File: src/verilog/lc4_cfg.svh
`ifndef LC4_CFG_SVH
`define LC4_CFG_SVH

// datapath width also used for addresses
`define LC4_WORD_W    16
`define LC4_REG_CNT   8
`define LC4_REG_SEL_W 3
`define LC4_RESET_PC  16'h8200

// instruction field positions
`define LC4_OP_HI     15
`define LC4_OP_LO     12
`define LC4_RD_HI     11
`define LC4_RD_LO     9
`define LC4_RS_HI     8
`define LC4_RS_LO     6
// sub-op field; its top bit also marks the immediate forms
`define LC4_SUB_HI    5
`define LC4_SUB_LO    3
`define LC4_RT_HI     2
`define LC4_RT_LO     0

`endif

File: src/verilog/lc4_pkg.sv
`default_nettype none
`include "lc4_cfg.svh"

package lc4_pkg;

    typedef logic [`LC4_REG_SEL_W-1:0] lc4_reg_sel_t;

    // major opcodes kept in this core
    typedef enum logic [3:0] {
        OP_BR    = 4'b0000,
        OP_ARITH = 4'b0001,
        OP_LOGIC = 4'b0101,
        OP_LDR   = 4'b0110,
        OP_STR   = 4'b0111,
        OP_CONST = 4'b1001
    } lc4_opcode_e;

    typedef enum logic [2:0] {
        ALU_ADD,
        ALU_SUB,
        ALU_AND,
        ALU_OR,
        ALU_XOR,
        ALU_PASS_IMM,
        ALU_ADDR,
        ALU_BR_TARGET
    } lc4_alu_op_e;

    // retire stall codes as seen on the retire port
    typedef enum logic [1:0] {
        STALL_NONE   = 2'd0,
        STALL_FILL   = 2'd1,
        STALL_BRANCH = 2'd2,
        STALL_LOAD   = 2'd3
    } lc4_stall_e;

    typedef enum logic [1:0] {
        BYP_NONE,
        BYP_FROM_M,
        BYP_FROM_W
    } lc4_byp_e;

    typedef struct packed {
        lc4_reg_sel_t           rs;
        lc4_reg_sel_t           rt;
        lc4_reg_sel_t           rd;
        logic                   rs_re;
        logic                   rt_re;
        logic                   rf_we;
        logic                   nzp_we;
        logic                   is_load;
        logic                   is_store;
        logic                   is_branch;
        logic [2:0]             nzp_mask;
        lc4_alu_op_e            alu_op;
        logic [`LC4_WORD_W-1:0] imm;
        logic [`LC4_WORD_W-1:0] insn;
    } lc4_ctrl_t;

    typedef struct packed {
        logic                   we;
        logic [`LC4_WORD_W-1:0] addr;
        logic [`LC4_WORD_W-1:0] wdata;
    } lc4_dmem_req_t;

    typedef struct packed {
        lc4_stall_e             stall;
        logic [`LC4_WORD_W-1:0] pc;
        logic [`LC4_WORD_W-1:0] insn;
        logic                   rf_we;
        lc4_reg_sel_t           wsel;
        logic [`LC4_WORD_W-1:0] wdata;
        logic                   nzp_we;
        logic [2:0]             nzp;
    } lc4_retire_t;

endpackage

`default_nettype wire

File: src/verilog/lc4_alu.sv
`timescale 1ns/10ps
`default_nettype none
`include "lc4_cfg.svh"

module lc4_alu (
    input  wire lc4_pkg::lc4_ctrl_t i_ctrl,
    input  wire [`LC4_WORD_W-1:0]   i_pc,
    input  wire [`LC4_WORD_W-1:0]   i_rs_data,
    input  wire [`LC4_WORD_W-1:0]   i_rt_data,
    output logic [`LC4_WORD_W-1:0]  o_result
);
    import lc4_pkg::*;

    logic [`LC4_WORD_W-1:0] op_b;

    // immediate forms read no rt
    assign op_b = i_ctrl.rt_re ? i_rt_data : i_ctrl.imm;

    always_comb begin
        case (i_ctrl.alu_op)
            ALU_ADD: begin
                o_result = i_rs_data + op_b;
            end
            ALU_SUB: begin
                o_result = i_rs_data - op_b;
            end
            ALU_AND: begin
                o_result = i_rs_data & op_b;
            end
            ALU_OR: begin
                o_result = i_rs_data | op_b;
            end
            ALU_XOR: begin
                o_result = i_rs_data ^ op_b;
            end
            ALU_PASS_IMM: begin
                o_result = i_ctrl.imm;
            end
            // load/store effective address is base plus 6-bit offset
            ALU_ADDR: begin
                o_result = i_rs_data + i_ctrl.imm;
            end
            // branch target is relative to the next pc
            ALU_BR_TARGET: begin
                o_result = i_pc + 1'b1 + i_ctrl.imm;
            end
            default: begin
                o_result = '0;
            end
        endcase
    end

endmodule

`default_nettype wire

File: src/verilog/lc4_core.sv
`timescale 1ns/10ps
`default_nettype none
`include "lc4_cfg.svh"

module lc4_core (
    input  wire                    gwe,
    input  wire                    i_rst_n,
    output logic [`LC4_WORD_W-1:0] o_imem_addr,
    input  wire  [`LC4_WORD_W-1:0] i_imem_data,
    output lc4_pkg::lc4_dmem_req_t o_dmem,
    input  wire  [`LC4_WORD_W-1:0] i_dmem_rdata,
    output lc4_pkg::lc4_retire_t   o_retire
);
    import lc4_pkg::*;

    // op_a carries rs, then the result
    // op_b carries rt, then store data, then load data
    typedef struct packed {
        lc4_stall_e             stall;
        logic [`LC4_WORD_W-1:0] pc;
        lc4_ctrl_t              ctrl;
        logic [`LC4_WORD_W-1:0] op_a;
        logic [`LC4_WORD_W-1:0] op_b;
    } stage_t;

    logic [`LC4_WORD_W-1:0] pc;
    logic [`LC4_WORD_W-1:0] fd_pc;
    logic [`LC4_WORD_W-1:0] fd_insn;
    lc4_stall_e             fd_stall;
    stage_t                 dx;
    stage_t                 xm;
    stage_t                 mw;
    logic [2:0]             nzp;

    lc4_ctrl_t              dec_ctrl;
    lc4_ctrl_t              d_ctrl;
    logic [`LC4_WORD_W-1:0] rf_rs;
    logic [`LC4_WORD_W-1:0] rf_rt;
    logic [`LC4_WORD_W-1:0] x_rs;
    logic [`LC4_WORD_W-1:0] x_rt;
    logic [`LC4_WORD_W-1:0] alu_result;
    logic [`LC4_WORD_W-1:0] st_data;
    logic [`LC4_WORD_W-1:0] wb_data;
    logic                   load_stall;
    logic                   m_st_from_w;
    logic                   br_taken;
    lc4_byp_e               x_rs_sel;
    lc4_byp_e               x_rt_sel;

    function automatic logic [2:0] nzp_of(input logic [`LC4_WORD_W-1:0] v);
        if (v == '0) begin
            return 3'b010;
        end
        return v[`LC4_WORD_W-1] ? 3'b100 : 3'b001;
    endfunction

    function automatic stage_t bubble(input lc4_stall_e code);
        stage_t b;
        b       = '0;
        b.stall = code;
        return b;
    endfunction

    // fetch
    assign o_imem_addr = pc;

    always_ff @(posedge gwe or negedge i_rst_n) begin
        if (!i_rst_n) begin
            pc       <= `LC4_RESET_PC;
            fd_pc    <= '0;
            fd_insn  <= '0;
            fd_stall <= STALL_FILL;
        end else if (br_taken) begin
            pc       <= alu_result;
            fd_stall <= STALL_BRANCH;
        end else if (!load_stall) begin
            pc       <= pc + 1'b1;
            fd_pc    <= pc;
            fd_insn  <= i_imem_data;
            fd_stall <= STALL_NONE;
        end
    end

    // decode; bubbles in F/D decode as nothing
    lc4_decoder u_decoder (
        .i_insn (fd_insn),
        .o_ctrl (dec_ctrl)
    );

    assign d_ctrl = (fd_stall == STALL_NONE) ? dec_ctrl : '0;

    lc4_regfile u_regfile (
        .gwe       (gwe),
        .i_rst_n   (i_rst_n),
        .i_rs_sel  (d_ctrl.rs),
        .i_rt_sel  (d_ctrl.rt),
        .i_rd_sel  (mw.ctrl.rd),
        .i_rd_we   (mw.ctrl.rf_we),
        .i_rd_data (wb_data),
        .o_rs_data (rf_rs),
        .o_rt_data (rf_rt)
    );

    lc4_hazard_unit u_hazard (
        .i_d_ctrl      (d_ctrl),
        .i_x_ctrl      (dx.ctrl),
        .i_m_ctrl      (xm.ctrl),
        .i_w_ctrl      (mw.ctrl),
        .o_load_stall  (load_stall),
        .o_x_rs_sel    (x_rs_sel),
        .o_x_rt_sel    (x_rt_sel),
        .o_m_st_from_w (m_st_from_w)
    );

    // execute with MX and WX bypass
    assign x_rs = (x_rs_sel == BYP_FROM_M) ? xm.op_a :
                  (x_rs_sel == BYP_FROM_W) ? wb_data : dx.op_a;
    assign x_rt = (x_rt_sel == BYP_FROM_M) ? xm.op_a :
                  (x_rt_sel == BYP_FROM_W) ? wb_data : dx.op_b;

    lc4_alu u_alu (
        .i_ctrl    (dx.ctrl),
        .i_pc      (dx.pc),
        .i_rs_data (x_rs),
        .i_rt_data (x_rt),
        .o_result  (alu_result)
    );

    assign br_taken = dx.ctrl.is_branch && |(dx.ctrl.nzp_mask & nzp);

    // stage registers and NZP
    always_ff @(posedge gwe or negedge i_rst_n) begin
        if (!i_rst_n) begin
            dx  <= bubble(STALL_FILL);
            xm  <= bubble(STALL_FILL);
            mw  <= bubble(STALL_FILL);
            nzp <= 3'b010;
        end else begin
            if (br_taken) begin
                dx <= bubble(STALL_BRANCH);
            end else if (load_stall) begin
                dx <= bubble(STALL_LOAD);
            end else begin
                dx <= '{stall: fd_stall, pc: fd_pc, ctrl: d_ctrl, op_a: rf_rs, op_b: rf_rt};
            end
            xm <= '{stall: dx.stall, pc: dx.pc, ctrl: dx.ctrl, op_a: alu_result, op_b: x_rt};
            mw <= '{stall: xm.stall, pc: xm.pc, ctrl: xm.ctrl, op_a: xm.op_a,
                    op_b: i_dmem_rdata};
            // the younger execute result wins over a load in memory
            if (dx.ctrl.nzp_we && !dx.ctrl.is_load) begin
                nzp <= nzp_of(alu_result);
            end else if (xm.ctrl.is_load) begin
                nzp <= nzp_of(i_dmem_rdata);
            end
        end
    end

    // memory stage store data may come from writeback
    assign st_data = m_st_from_w ? wb_data : xm.op_b;
    assign o_dmem  = '{we:    xm.ctrl.is_store,
                       addr:  (xm.ctrl.is_load || xm.ctrl.is_store) ? xm.op_a : '0,
                       wdata: xm.ctrl.is_store ? st_data : '0};

    // writeback and retire record
    assign wb_data  = mw.ctrl.is_load ? mw.op_b : mw.op_a;
    assign o_retire = '{stall:  mw.stall,
                        pc:     mw.pc,
                        insn:   mw.ctrl.insn,
                        rf_we:  mw.ctrl.rf_we,
                        wsel:   mw.ctrl.rd,
                        wdata:  wb_data,
                        nzp_we: mw.ctrl.nzp_we,
                        nzp:    nzp_of(wb_data)};

endmodule

`default_nettype wire

File: src/verilog/lc4_decoder.sv
`timescale 1ns/10ps
`default_nettype none
`include "lc4_cfg.svh"

module lc4_decoder (
    input  wire  [`LC4_WORD_W-1:0] i_insn,
    output lc4_pkg::lc4_ctrl_t     o_ctrl
);
    import lc4_pkg::*;

    lc4_opcode_e            opcode;
    logic [2:0]             sub_op;
    logic [`LC4_WORD_W-1:0] sext5;
    logic [`LC4_WORD_W-1:0] sext6;
    logic [`LC4_WORD_W-1:0] sext9;

    assign opcode = lc4_opcode_e'(i_insn[`LC4_OP_HI:`LC4_OP_LO]);
    assign sub_op = i_insn[`LC4_SUB_HI:`LC4_SUB_LO];
    assign sext5  = {{(`LC4_WORD_W-5){i_insn[4]}}, i_insn[4:0]};
    assign sext6  = {{(`LC4_WORD_W-6){i_insn[5]}}, i_insn[5:0]};
    assign sext9  = {{(`LC4_WORD_W-9){i_insn[8]}}, i_insn[8:0]};

    always_comb begin
        o_ctrl        = '0;
        o_ctrl.insn   = i_insn;
        o_ctrl.rd     = i_insn[`LC4_RD_HI:`LC4_RD_LO];
        o_ctrl.rs     = i_insn[`LC4_RS_HI:`LC4_RS_LO];
        o_ctrl.rt     = i_insn[`LC4_RT_HI:`LC4_RT_LO];
        o_ctrl.alu_op = ALU_PASS_IMM;
        case (opcode)
            OP_BR: begin
                o_ctrl.nzp_mask  = i_insn[`LC4_RD_HI:`LC4_RD_LO];
                // an empty mask is the LC4 NOP
                o_ctrl.is_branch = |i_insn[`LC4_RD_HI:`LC4_RD_LO];
                o_ctrl.alu_op    = ALU_BR_TARGET;
                o_ctrl.imm       = sext9;
            end
            OP_ARITH: begin
                if (i_insn[`LC4_SUB_HI]) begin
                    o_ctrl.alu_op = ALU_ADD;
                    o_ctrl.imm    = sext5;
                    o_ctrl.rs_re  = 1'b1;
                    o_ctrl.rf_we  = 1'b1;
                end else if (sub_op == 3'b000 || sub_op == 3'b010) begin
                    o_ctrl.alu_op = (sub_op == 3'b000) ? ALU_ADD : ALU_SUB;
                    o_ctrl.rs_re  = 1'b1;
                    o_ctrl.rt_re  = 1'b1;
                    o_ctrl.rf_we  = 1'b1;
                end
            end
            OP_LOGIC: begin
                // only register-register AND, OR, XOR
                if (sub_op == 3'b000 || sub_op == 3'b010 || sub_op == 3'b011) begin
                    o_ctrl.alu_op = (sub_op == 3'b000) ? ALU_AND :
                                    (sub_op == 3'b010) ? ALU_OR  : ALU_XOR;
                    o_ctrl.rs_re  = 1'b1;
                    o_ctrl.rt_re  = 1'b1;
                    o_ctrl.rf_we  = 1'b1;
                end
            end
            OP_LDR: begin
                o_ctrl.alu_op  = ALU_ADDR;
                o_ctrl.imm     = sext6;
                o_ctrl.rs_re   = 1'b1;
                o_ctrl.rf_we   = 1'b1;
                o_ctrl.is_load = 1'b1;
            end
            OP_STR: begin
                // store data register sits in the rd field
                o_ctrl.rt       = i_insn[`LC4_RD_HI:`LC4_RD_LO];
                o_ctrl.alu_op   = ALU_ADDR;
                o_ctrl.imm      = sext6;
                o_ctrl.rs_re    = 1'b1;
                o_ctrl.rt_re    = 1'b1;
                o_ctrl.is_store = 1'b1;
            end
            OP_CONST: begin
                o_ctrl.imm   = sext9;
                o_ctrl.rf_we = 1'b1;
            end
            default: begin
            end
        endcase
        // every register write also sets NZP
        o_ctrl.nzp_we = o_ctrl.rf_we;
    end

endmodule

`default_nettype wire

File: src/verilog/lc4_hazard_unit.sv
`timescale 1ns/10ps
`default_nettype none

module lc4_hazard_unit (
    input  wire lc4_pkg::lc4_ctrl_t i_d_ctrl,
    input  wire lc4_pkg::lc4_ctrl_t i_x_ctrl,
    input  wire lc4_pkg::lc4_ctrl_t i_m_ctrl,
    input  wire lc4_pkg::lc4_ctrl_t i_w_ctrl,
    output logic                    o_load_stall,
    output lc4_pkg::lc4_byp_e       o_x_rs_sel,
    output lc4_pkg::lc4_byp_e       o_x_rt_sel,
    output logic                    o_m_st_from_w
);
    import lc4_pkg::*;

    logic d_rs_hit;
    logic d_rt_hit;

    // memory stage is younger than writeback, so it wins
    function automatic lc4_byp_e pick_src(input logic re, input lc4_reg_sel_t src,
                                          input lc4_ctrl_t m, input lc4_ctrl_t w);
        if (re && m.rf_we && m.rd == src) begin
            return BYP_FROM_M;
        end else if (re && w.rf_we && w.rd == src) begin
            return BYP_FROM_W;
        end
        return BYP_NONE;
    endfunction

    assign d_rs_hit = i_d_ctrl.rs_re && i_d_ctrl.rs == i_x_ctrl.rd;
    // store data from a load is caught later by the writeback-to-memory path
    assign d_rt_hit = i_d_ctrl.rt_re && !i_d_ctrl.is_store && i_d_ctrl.rt == i_x_ctrl.rd;

    // a branch behind a load waits for the load's NZP
    assign o_load_stall = i_x_ctrl.is_load && (d_rs_hit || d_rt_hit || i_d_ctrl.is_branch);

    assign o_x_rs_sel = pick_src(i_x_ctrl.rs_re, i_x_ctrl.rs, i_m_ctrl, i_w_ctrl);
    assign o_x_rt_sel = pick_src(i_x_ctrl.rt_re, i_x_ctrl.rt, i_m_ctrl, i_w_ctrl);

    assign o_m_st_from_w = i_m_ctrl.is_store && i_w_ctrl.rf_we && i_w_ctrl.rd == i_m_ctrl.rt;

endmodule

`default_nettype wire

File: src/verilog/lc4_regfile.sv
`timescale 1ns/10ps
`default_nettype none
`include "lc4_cfg.svh"

module lc4_regfile (
    input  wire                        gwe,
    input  wire                        i_rst_n,
    input  wire lc4_pkg::lc4_reg_sel_t i_rs_sel,
    input  wire lc4_pkg::lc4_reg_sel_t i_rt_sel,
    input  wire lc4_pkg::lc4_reg_sel_t i_rd_sel,
    input  wire                        i_rd_we,
    input  wire [`LC4_WORD_W-1:0]      i_rd_data,
    output logic [`LC4_WORD_W-1:0]     o_rs_data,
    output logic [`LC4_WORD_W-1:0]     o_rt_data
);

    logic [`LC4_WORD_W-1:0] regs [`LC4_REG_CNT];

    always_ff @(posedge gwe or negedge i_rst_n) begin
        if (!i_rst_n) begin
            for (int i = 0; i < `LC4_REG_CNT; i++) begin
                regs[i] <= '0;
            end
        end else if (i_rd_we) begin
            regs[i_rd_sel] <= i_rd_data;
        end
    end

    // write-through so decode sees the value writeback is storing
    assign o_rs_data = (i_rd_we && i_rd_sel == i_rs_sel) ? i_rd_data : regs[i_rs_sel];
    assign o_rt_data = (i_rd_we && i_rd_sel == i_rt_sel) ? i_rd_data : regs[i_rt_sel];

endmodule

`default_nettype wire
File: config.mk
export PLATFORM = sky130hd
export DESIGN_NAME = lc4_core
export DESIGN_NICKNAME = d
export VERILOG_FILES = /design/src/verilog/lc4_pkg.sv /design/src/verilog/lc4_alu.sv /design/src/verilog/lc4_core.sv /design/src/verilog/lc4_decoder.sv /design/src/verilog/lc4_hazard_unit.sv /design/src/verilog/lc4_regfile.sv
export VERILOG_INCLUDE_DIRS = /design/src /design/src/verilog
export SDC_FILE = /design/constraint.sdc
export NUM_CORES = 1
export LEC_CHECK = 0
export BUFFER_PORTS_ARGS = -buffer_cell sky130_fd_sc_hd__buf_2
export CORE_ASPECT_RATIO = 2
export CORE_MARGIN = 3
export CORE_UTILIZATION = 60
export DETAILED_ROUTE_END_ITERATION = 8
export PLACE_DENSITY_LB_ADDON = 0.2
export SYNTH_ARGS = -nofsm -noshare
export SYNTH_HDL_FRONTEND = slang
export SYNTH_SLANG_ARGS = --single-unit
File: constraint.sdc
create_clock -name gwe -period 6.8 [get_ports gwe]
set_clock_uncertainty 0.05 [all_clocks]
set_input_delay 0.34 -clock gwe [delete_from_list [all_inputs] [get_ports gwe]]
set_output_delay 0.34 -clock gwe [all_outputs]
set_load 0.01 [all_outputs]
---- Word-level counts from Yosys, hierarchy flattened ----
Cells that the tools add are included.
Widths: inputs -> output; s select.
operators by class
  muxes and demuxes ....................... 76
  reductions and logical operators ........ 40
  add/sub/neg operators ................... 6
  bitwise gates (word level) .............. 9
  $lt $le $gt $ge ......................... 4
  equality and inequality tests ........... 28
operators by type and width
  operator               number
  $mux 16                19
  $mux 104               2
  $bwmux 128             1
  $pmux 16 s8            1
  $bmux 16 s3            2
  $mux 3                 19
  $mux 54                1
  $add 16x16->16         3
  $demux 16 s3           1
  $logic_not 16->1       3
  $pmux 16 s3            1
  $add 16x1->16 const B  2
  $eq 3x3->1             9
  $logic_and 1x1->1      19
  $and 16x16->16         1
  $mux 1                 16
  $mux 2                 8
  $or 16x16->16          1
  $sub 16x16->16         1
  $xor 16x16->16         1
  $eq 3x2->1 const B     4
  $eq 3x3->1 const B     4
  $eq 4x3->1 const B     3
  $ge 4x4->1 const B     3
  22 further kinds       38
word-level totals
  flip-flop bits (word level) ............. 433

---- Depth between registers and ports, before layout ----
  depth in word-level cells ............... 16
  gate-level depth with buffers ........... 31
  mapped depth without buffers ............ 27

---- Hierarchy ----
From an unflattened synthesis, not the netlist that was laid out.
unflattened totals
  cells, all modules ...................... 2,089
  area total of the unflattened synthesis .. 25,350.6 um^2
by module, submodules not included
  module           cells each  area each (um^2)  times used
  lc4_core         1,009       13,233.9          1
  lc4_regfile      452         7,507.2           1
  lc4_alu          507         3,669.8           1
  lc4_decoder      85          645.6             1
  lc4_hazard_unit  36          294.0             1

---- Worst setup path before layout ----
OpenSTA, ideal clock, no wires.
  path kind ............................... register to register
  from .................................... register dx[81] (netlist bit)
  to ...................................... register nzp[1]
  path buffers ............................ 3
  slack ................................... 1.452 ns
  library setup time ...................... 0.063 ns
  arrival ................................. 5.236 ns
  data required time ...................... 6.687 ns
  stages on the path, launching flop included .. 26
  cell sequence ........................... dfrtp_1 xor2_1 nor4_4 buf_4 buf_4 clkbuf_1 a211oi_1 a221oi_1 ha_1 and3_1 and3b_1 nand2_1 o21ai_0 nor2_1 o21ai_0 ha_1 a21o_1 a21oi_1 nand2_1 a21o_1 a21oi_1 xnor2_1 a221o_1 nor3_1 and4_1 a32o_1
on the way
  word-level cells in the longest chain between the ends .. 16
  elaborated cells on any way between the ends .. 24
ends and longest elaborated chain
  what                                    RTL line               RTL
  start, declared                         lc4_core.sv:30         stage_t dx;
  start signal, assigned                  lc4_core.sv:134        dx <= bubble(STALL_FILL);
  start signal, assigned                  lc4_core.sv:140        dx <= bubble(STALL_BRANCH);
  start signal, assigned                  lc4_core.sv:142        dx <= bubble(STALL_LOAD);
  $eq 3x3->1                              lc4_hazard_unit.sv:24  end else if (re && w.rf_we && w.rd == src) begin
  $logic_and 1x1->1                       lc4_hazard_unit.sv:24
  $mux 1                                  lc4_hazard_unit.sv:24
  $mux 1                                  lc4_hazard_unit.sv:22  if (re && m.rf_we && m.rd == src) begin
  $mux 2 *                                lc4_hazard_unit.sv:27  return BYP_NONE;
  $eq 2x2->1                              lc4_core.sv:119        (x_rt_sel == BYP_FROM_W) ? wb_data : dx.op_b;
  $mux 16                                 lc4_core.sv:119
  $mux 16 *                               lc4_core.sv:118        assign x_rt = (x_rt_sel == BYP_FROM_M) ? xm.op_a :
  $mux 16 *                               lc4_alu.sv:17          assign op_b = i_ctrl.rt_re ? i_rt_data : i_ctrl.imm;
  $sub 16x16->16 (tied with other cells)  lc4_alu.sv:25          o_result = i_rs_data - op_b;
  $pmux 16 s8 *                           lc4_alu.sv:20          case (i_ctrl.alu_op)
  named net alu_result[12]                lc4_core.sv:41         logic [`LC4_WORD_W-1:0] alu_result;
  $logic_not 16->1 *                      lc4_core.sv:51         if (v == '0) begin
  $mux 1 *                                lc4_core.sv:51
  $mux 1 *                                lc4_core.sv:150        if (dx.ctrl.nzp_we && !dx.ctrl.is_load) begin
  $mux 3 *                                lc4_core.sv:54         return v[`LC4_WORD_W-1] ? 3'b100 : 3'b001;
  $mux 3 *                                lc4_core.sv:150
  end signal, assigned                    lc4_core.sv:151        nzp <= nzp_of(alu_result);
  end signal, assigned                    lc4_core.sv:153        nzp <= nzp_of(i_dmem_rdata);
  end, declared                           lc4_core.sv:33         logic [2:0] nzp;
Mark *: on every way through the listed nets, which the timed path passes. The rest lies on a longest branch. The select of a mux whose other input is x is not followed.
A chain may end at the register's enable or synchronous reset.

==> flow_metrics.py <==
metrics = {
    "critical_path": {
        "cp.arrival_ps": 6410,
        "crit_path_end_kind": "flip-flop",
        "path_class": "reg2reg",
        "critPathMaxFanout": 24,
        "critPathRequiredTime_ps": 7230,
        "startpoint_type": "flip-flop",
    },
    "detailed_routing": {
        "drt_iter0_markers": 1383,
        "wl_per_cell_um": 22.79,
        "post-route-drc-count": 0,
        "ant_nets": 0,
        "vias": 18387,
        "first_pass_iters": 5,
        "wl_um": 67420,
        "via_per_inst": 6.216,
    },
    "placed_design": {
        "port_buffers": 140,
        "place.gp.congestion": 0.9636,
        "dp_hpwl_um": 47690,
    },
    "cells_and_area": {
        "syn_to_final_growth_pct": 11.15,
        "multi_input_comb_area_mm2": 0.009976,
        "drive_gt1_share_pct": 12.61,
        "regArea_mm2": 0.01029,
        "diodes": 0,
        "fill_cells": 2751,
        "layout.nets": 2583,
    },
    "sta": {
        "tns_ps": 0,
        "report.final.hold_viol_count": 0,
        "rsz0062_at_grt": "no",
        "hold_ws_ps": 294.6,
        "final.period_utilization_pct": 87.88,
        "setup_viol": 0,
        "fmax_mhz": 167.3,
        "final.min_clock_period_ps": 5976,
        "maxSlewViolCount": 0,
        "tightest_slew_ps": 1095,
        "relSlewSlack_pct": 26.98,
    },
    "global_routing": {
        "grt_max_degree": 187,
        "grt.met2_usage_pct": 61.41,
        "antenna_found_initial": 0,
        "met3_usage_pct": 3.689,
        "grt_pass1_wl_um": 104300,
        "grt_usage_pct": 34.91,
        "top_usage_layer": "met2",
        "grtUsageMet1_pct": 38.19,
        "overflow": 0,
        "grt_pass1_vias": 18820,
    },
    "clock_tree": {
        "cts_setup_buffers": 0,
        "clkTransAtPathRegs_ps": 70,
        "cts_made_buffers": 38,
        "cts_hold_buf": 33,
        "insertion_delay_ps": 560,
        "cts.sink_count": 411,
        "cts.root.buffer_cell": "clkbuf_16",
        "h-tree-depth": 2,
        "cts_tree": "yes",
        "cts_buffer_depth": 3,
        "cts_resized": 0,
    },
    "synth": {
        "ys_seq_area_share_pct": 47.85,
        "synth-seq-cells": 411,
        "ys_warn_count": 0,
        "async_flop_share_pct": 100.0,
        "synthesis.area_mm2": 0.02151,
        "synth_cell_types": 84,
        "synth_top_area_cell": "dfrtp_1",
        "synth-edff-count": 0,
        "syn_inst": 2426,
        "synth_ff_type": "dfrtp_1",
        "synth_top_area_share_pct": 46.99,
        "synth_area_leaders": "dfrtp_1 (47%), nand2_1 (8.4%), a21oi_1 (3.7%)",
        "syn_avg_cell_area_um2": 8.868,
        "synth.net_count": 2526,
    },
    "floorplanning": {
        "initial_utilization_pct": 61.12,
        "io_pins": 141,
        "rows": 97,
        "die_area_mm2": 0.03830,
        "die_h_um": 273.8,
        "die_w_um": 139.9,
        "fp.coreArea_mm2": 0.03520,
    },
    "power": {
        "pwr_density_cell_mw_per_mm2": 304.8,
        "p_leak_uw": 0.01143,
        "vdd_ir_drop_max_v": 0.0002962,
    },
    "hold_path": {
        "hp-class": "reg2reg",
    },
    "status": {
        "outcome": "completed",
    },
    "job": {
        "maxCapViolations": 0,
    },
}
-- cell families after synthesis --
| logic type | Yosys count | synth area share [%] |
|---|---|---|
| muxes | 50 | 2.373 |
| buffers and inverters | 290 | 6.031 |
| other | 1 | 0.01743 |
| adders and majority gates | 66 | 3.908 |
| AOI/OAI and AO/OA | 596 | 17.88 |
| DFF | 411 | 47.85 |
| xor gates and xnor gates | 65 | 2.646 |
| and+or+nand+nor | 947 | 19.29 |
-- final timing paths --
| check | startpoint | endpoint | slack (ps) | cells past startpoint |
|---|---|---|---|---|
| min in group asynchronous | i_rst_n | nzp[0] | 420 | 2 |
| min reg2reg | xm[93] | o_retire[47] | 290 | 0 |
| max in group asynchronous | i_rst_n | xm[0] | 4730 | 3 |
| max reg2reg | o_retire[34] | nzp[1] | 820 | 22 |
| max | o_retire[34] | nzp[1] | 820 | 22 |
| min | xm[93] | o_retire[47] | 290 | 0 |
-- cells in the final DEF (no fill, tap or decap), types with 32 or more instances in the layout --
cell type      Yosys  final
a211oi_1          55     55
a21oi_1          160    159
a31oi_1           36     36
and3_1            41     41
buf_2             10    139
buf_4             46     56
clkbuf_16          0     40
dfrtp_1          404    404
dlygate4sd3_1      0     33
ha_1              64     64
inv_1             72     72
mux2i_1           44     44
nand2_1          480    479
nand3_1           83     83
nor2_1           207    204
o21ai_0          157    157
xnor2_1           33     33
xor2_1            32     32
-- layout make-up --
cell class              count  share of cell area (%)
clock buffers              49                   4.453
clock inverters            21                   1.052
inverters                  77                   1.209
multi-input cells        1725                   41.72
flip-flops and latches    411                   43.05
well taps                 445                   2.328
repair buffers            230                   6.195
-- power by group --
group          internal [uW]  total [uW]  switching, uW
clock                   1250        2240            995
combinational            679        1780           1100
sequential              2890        3270            379
total                   4820        7290           2470
-- worst max-delay path: stages, from the launching register on --
cell and delay [ps]:
dfrtp_1 720, xnor2_1 220, and4_4 500, a211oi_1 160
a221oi_1 520, ha_1 310, and3_1 250, and3b_1 260
nand2_1 90, o21ai_0 140, nor2_1 60, o21ai_0 170
ha_1 290, a21o_1 200, a21oi_1 180, a21boi_0 150
o21a_1 210, o21ai_0 170, nand2b_1 110, xor2_1 150
a211oi_1 520, and4_1 280, a32o_1 170
-- sequential cells by signal, indices dropped and copies added, names as in the netlist --
register	cells
nzp	3
dx	90
u_regfile.regs	128
o_retire	35
fd_pc	16
o_dmem	1
o_imem_addr	16
xm	71
fd_stall	2
mw	33
fd_insn	16
-- per-stage QoR --
step           total power [uW]  setup slack (ps)  area (um^2)  util [%]  std cells
6_report                   7290             824.4        23910     67.94       2958
5_1_grt                    7641             359.1        23910     67.94       2958
3_5_place_dp               5028             917.3        22270     63.26       2855
2_1_floorplan              4359              1452        21510         -       2426
4_1_cts                    7297             824.6        23910     67.94       2958
3_3_place_gp               4972              1053        22270     63.26       2855
-- synthesized netlist by cell type, types with 6 or more instances --
cell / n
nand2_1: 480
dfrtp_1: 404
nor2_1: 207
a21oi_1: 160
o21ai_0: 157
clkbuf_1: 148
nand3_1: 83
inv_1: 72
ha_1: 64
a211oi_1: 55
buf_4: 46
mux2i_1: 44
and3_1: 41
a31oi_1: 36
xnor2_1: 33
xor2_1: 32
nor2b_1: 28
and2_1: 27
nor3_1: 20
o211a_1: 18
o22ai_1: 18
a221oi_1: 16
a311oi_1: 16
nor4_1: 15
o21a_1: 11
a21o_1: 10
buf_2: 10
nand2b_1: 10
o221ai_1: 10
a22oi_1: 7
buf_1: 7
dfstp_2: 7
nand4_1: 7
o211ai_1: 7
o32ai_1: 7
a21boi_0: 6
o21ai_1: 6
o31a_1: 6
o31ai_1: 6
-- per-layer routing --
layer,share of wire [%],vias to the layer above
li1,-,8439
met1,35,8829
met2,51,812
met3,5.2,307
met4,8.8,0
met5,0,-
Note: power is estimated with default switching activity, not from simulation.
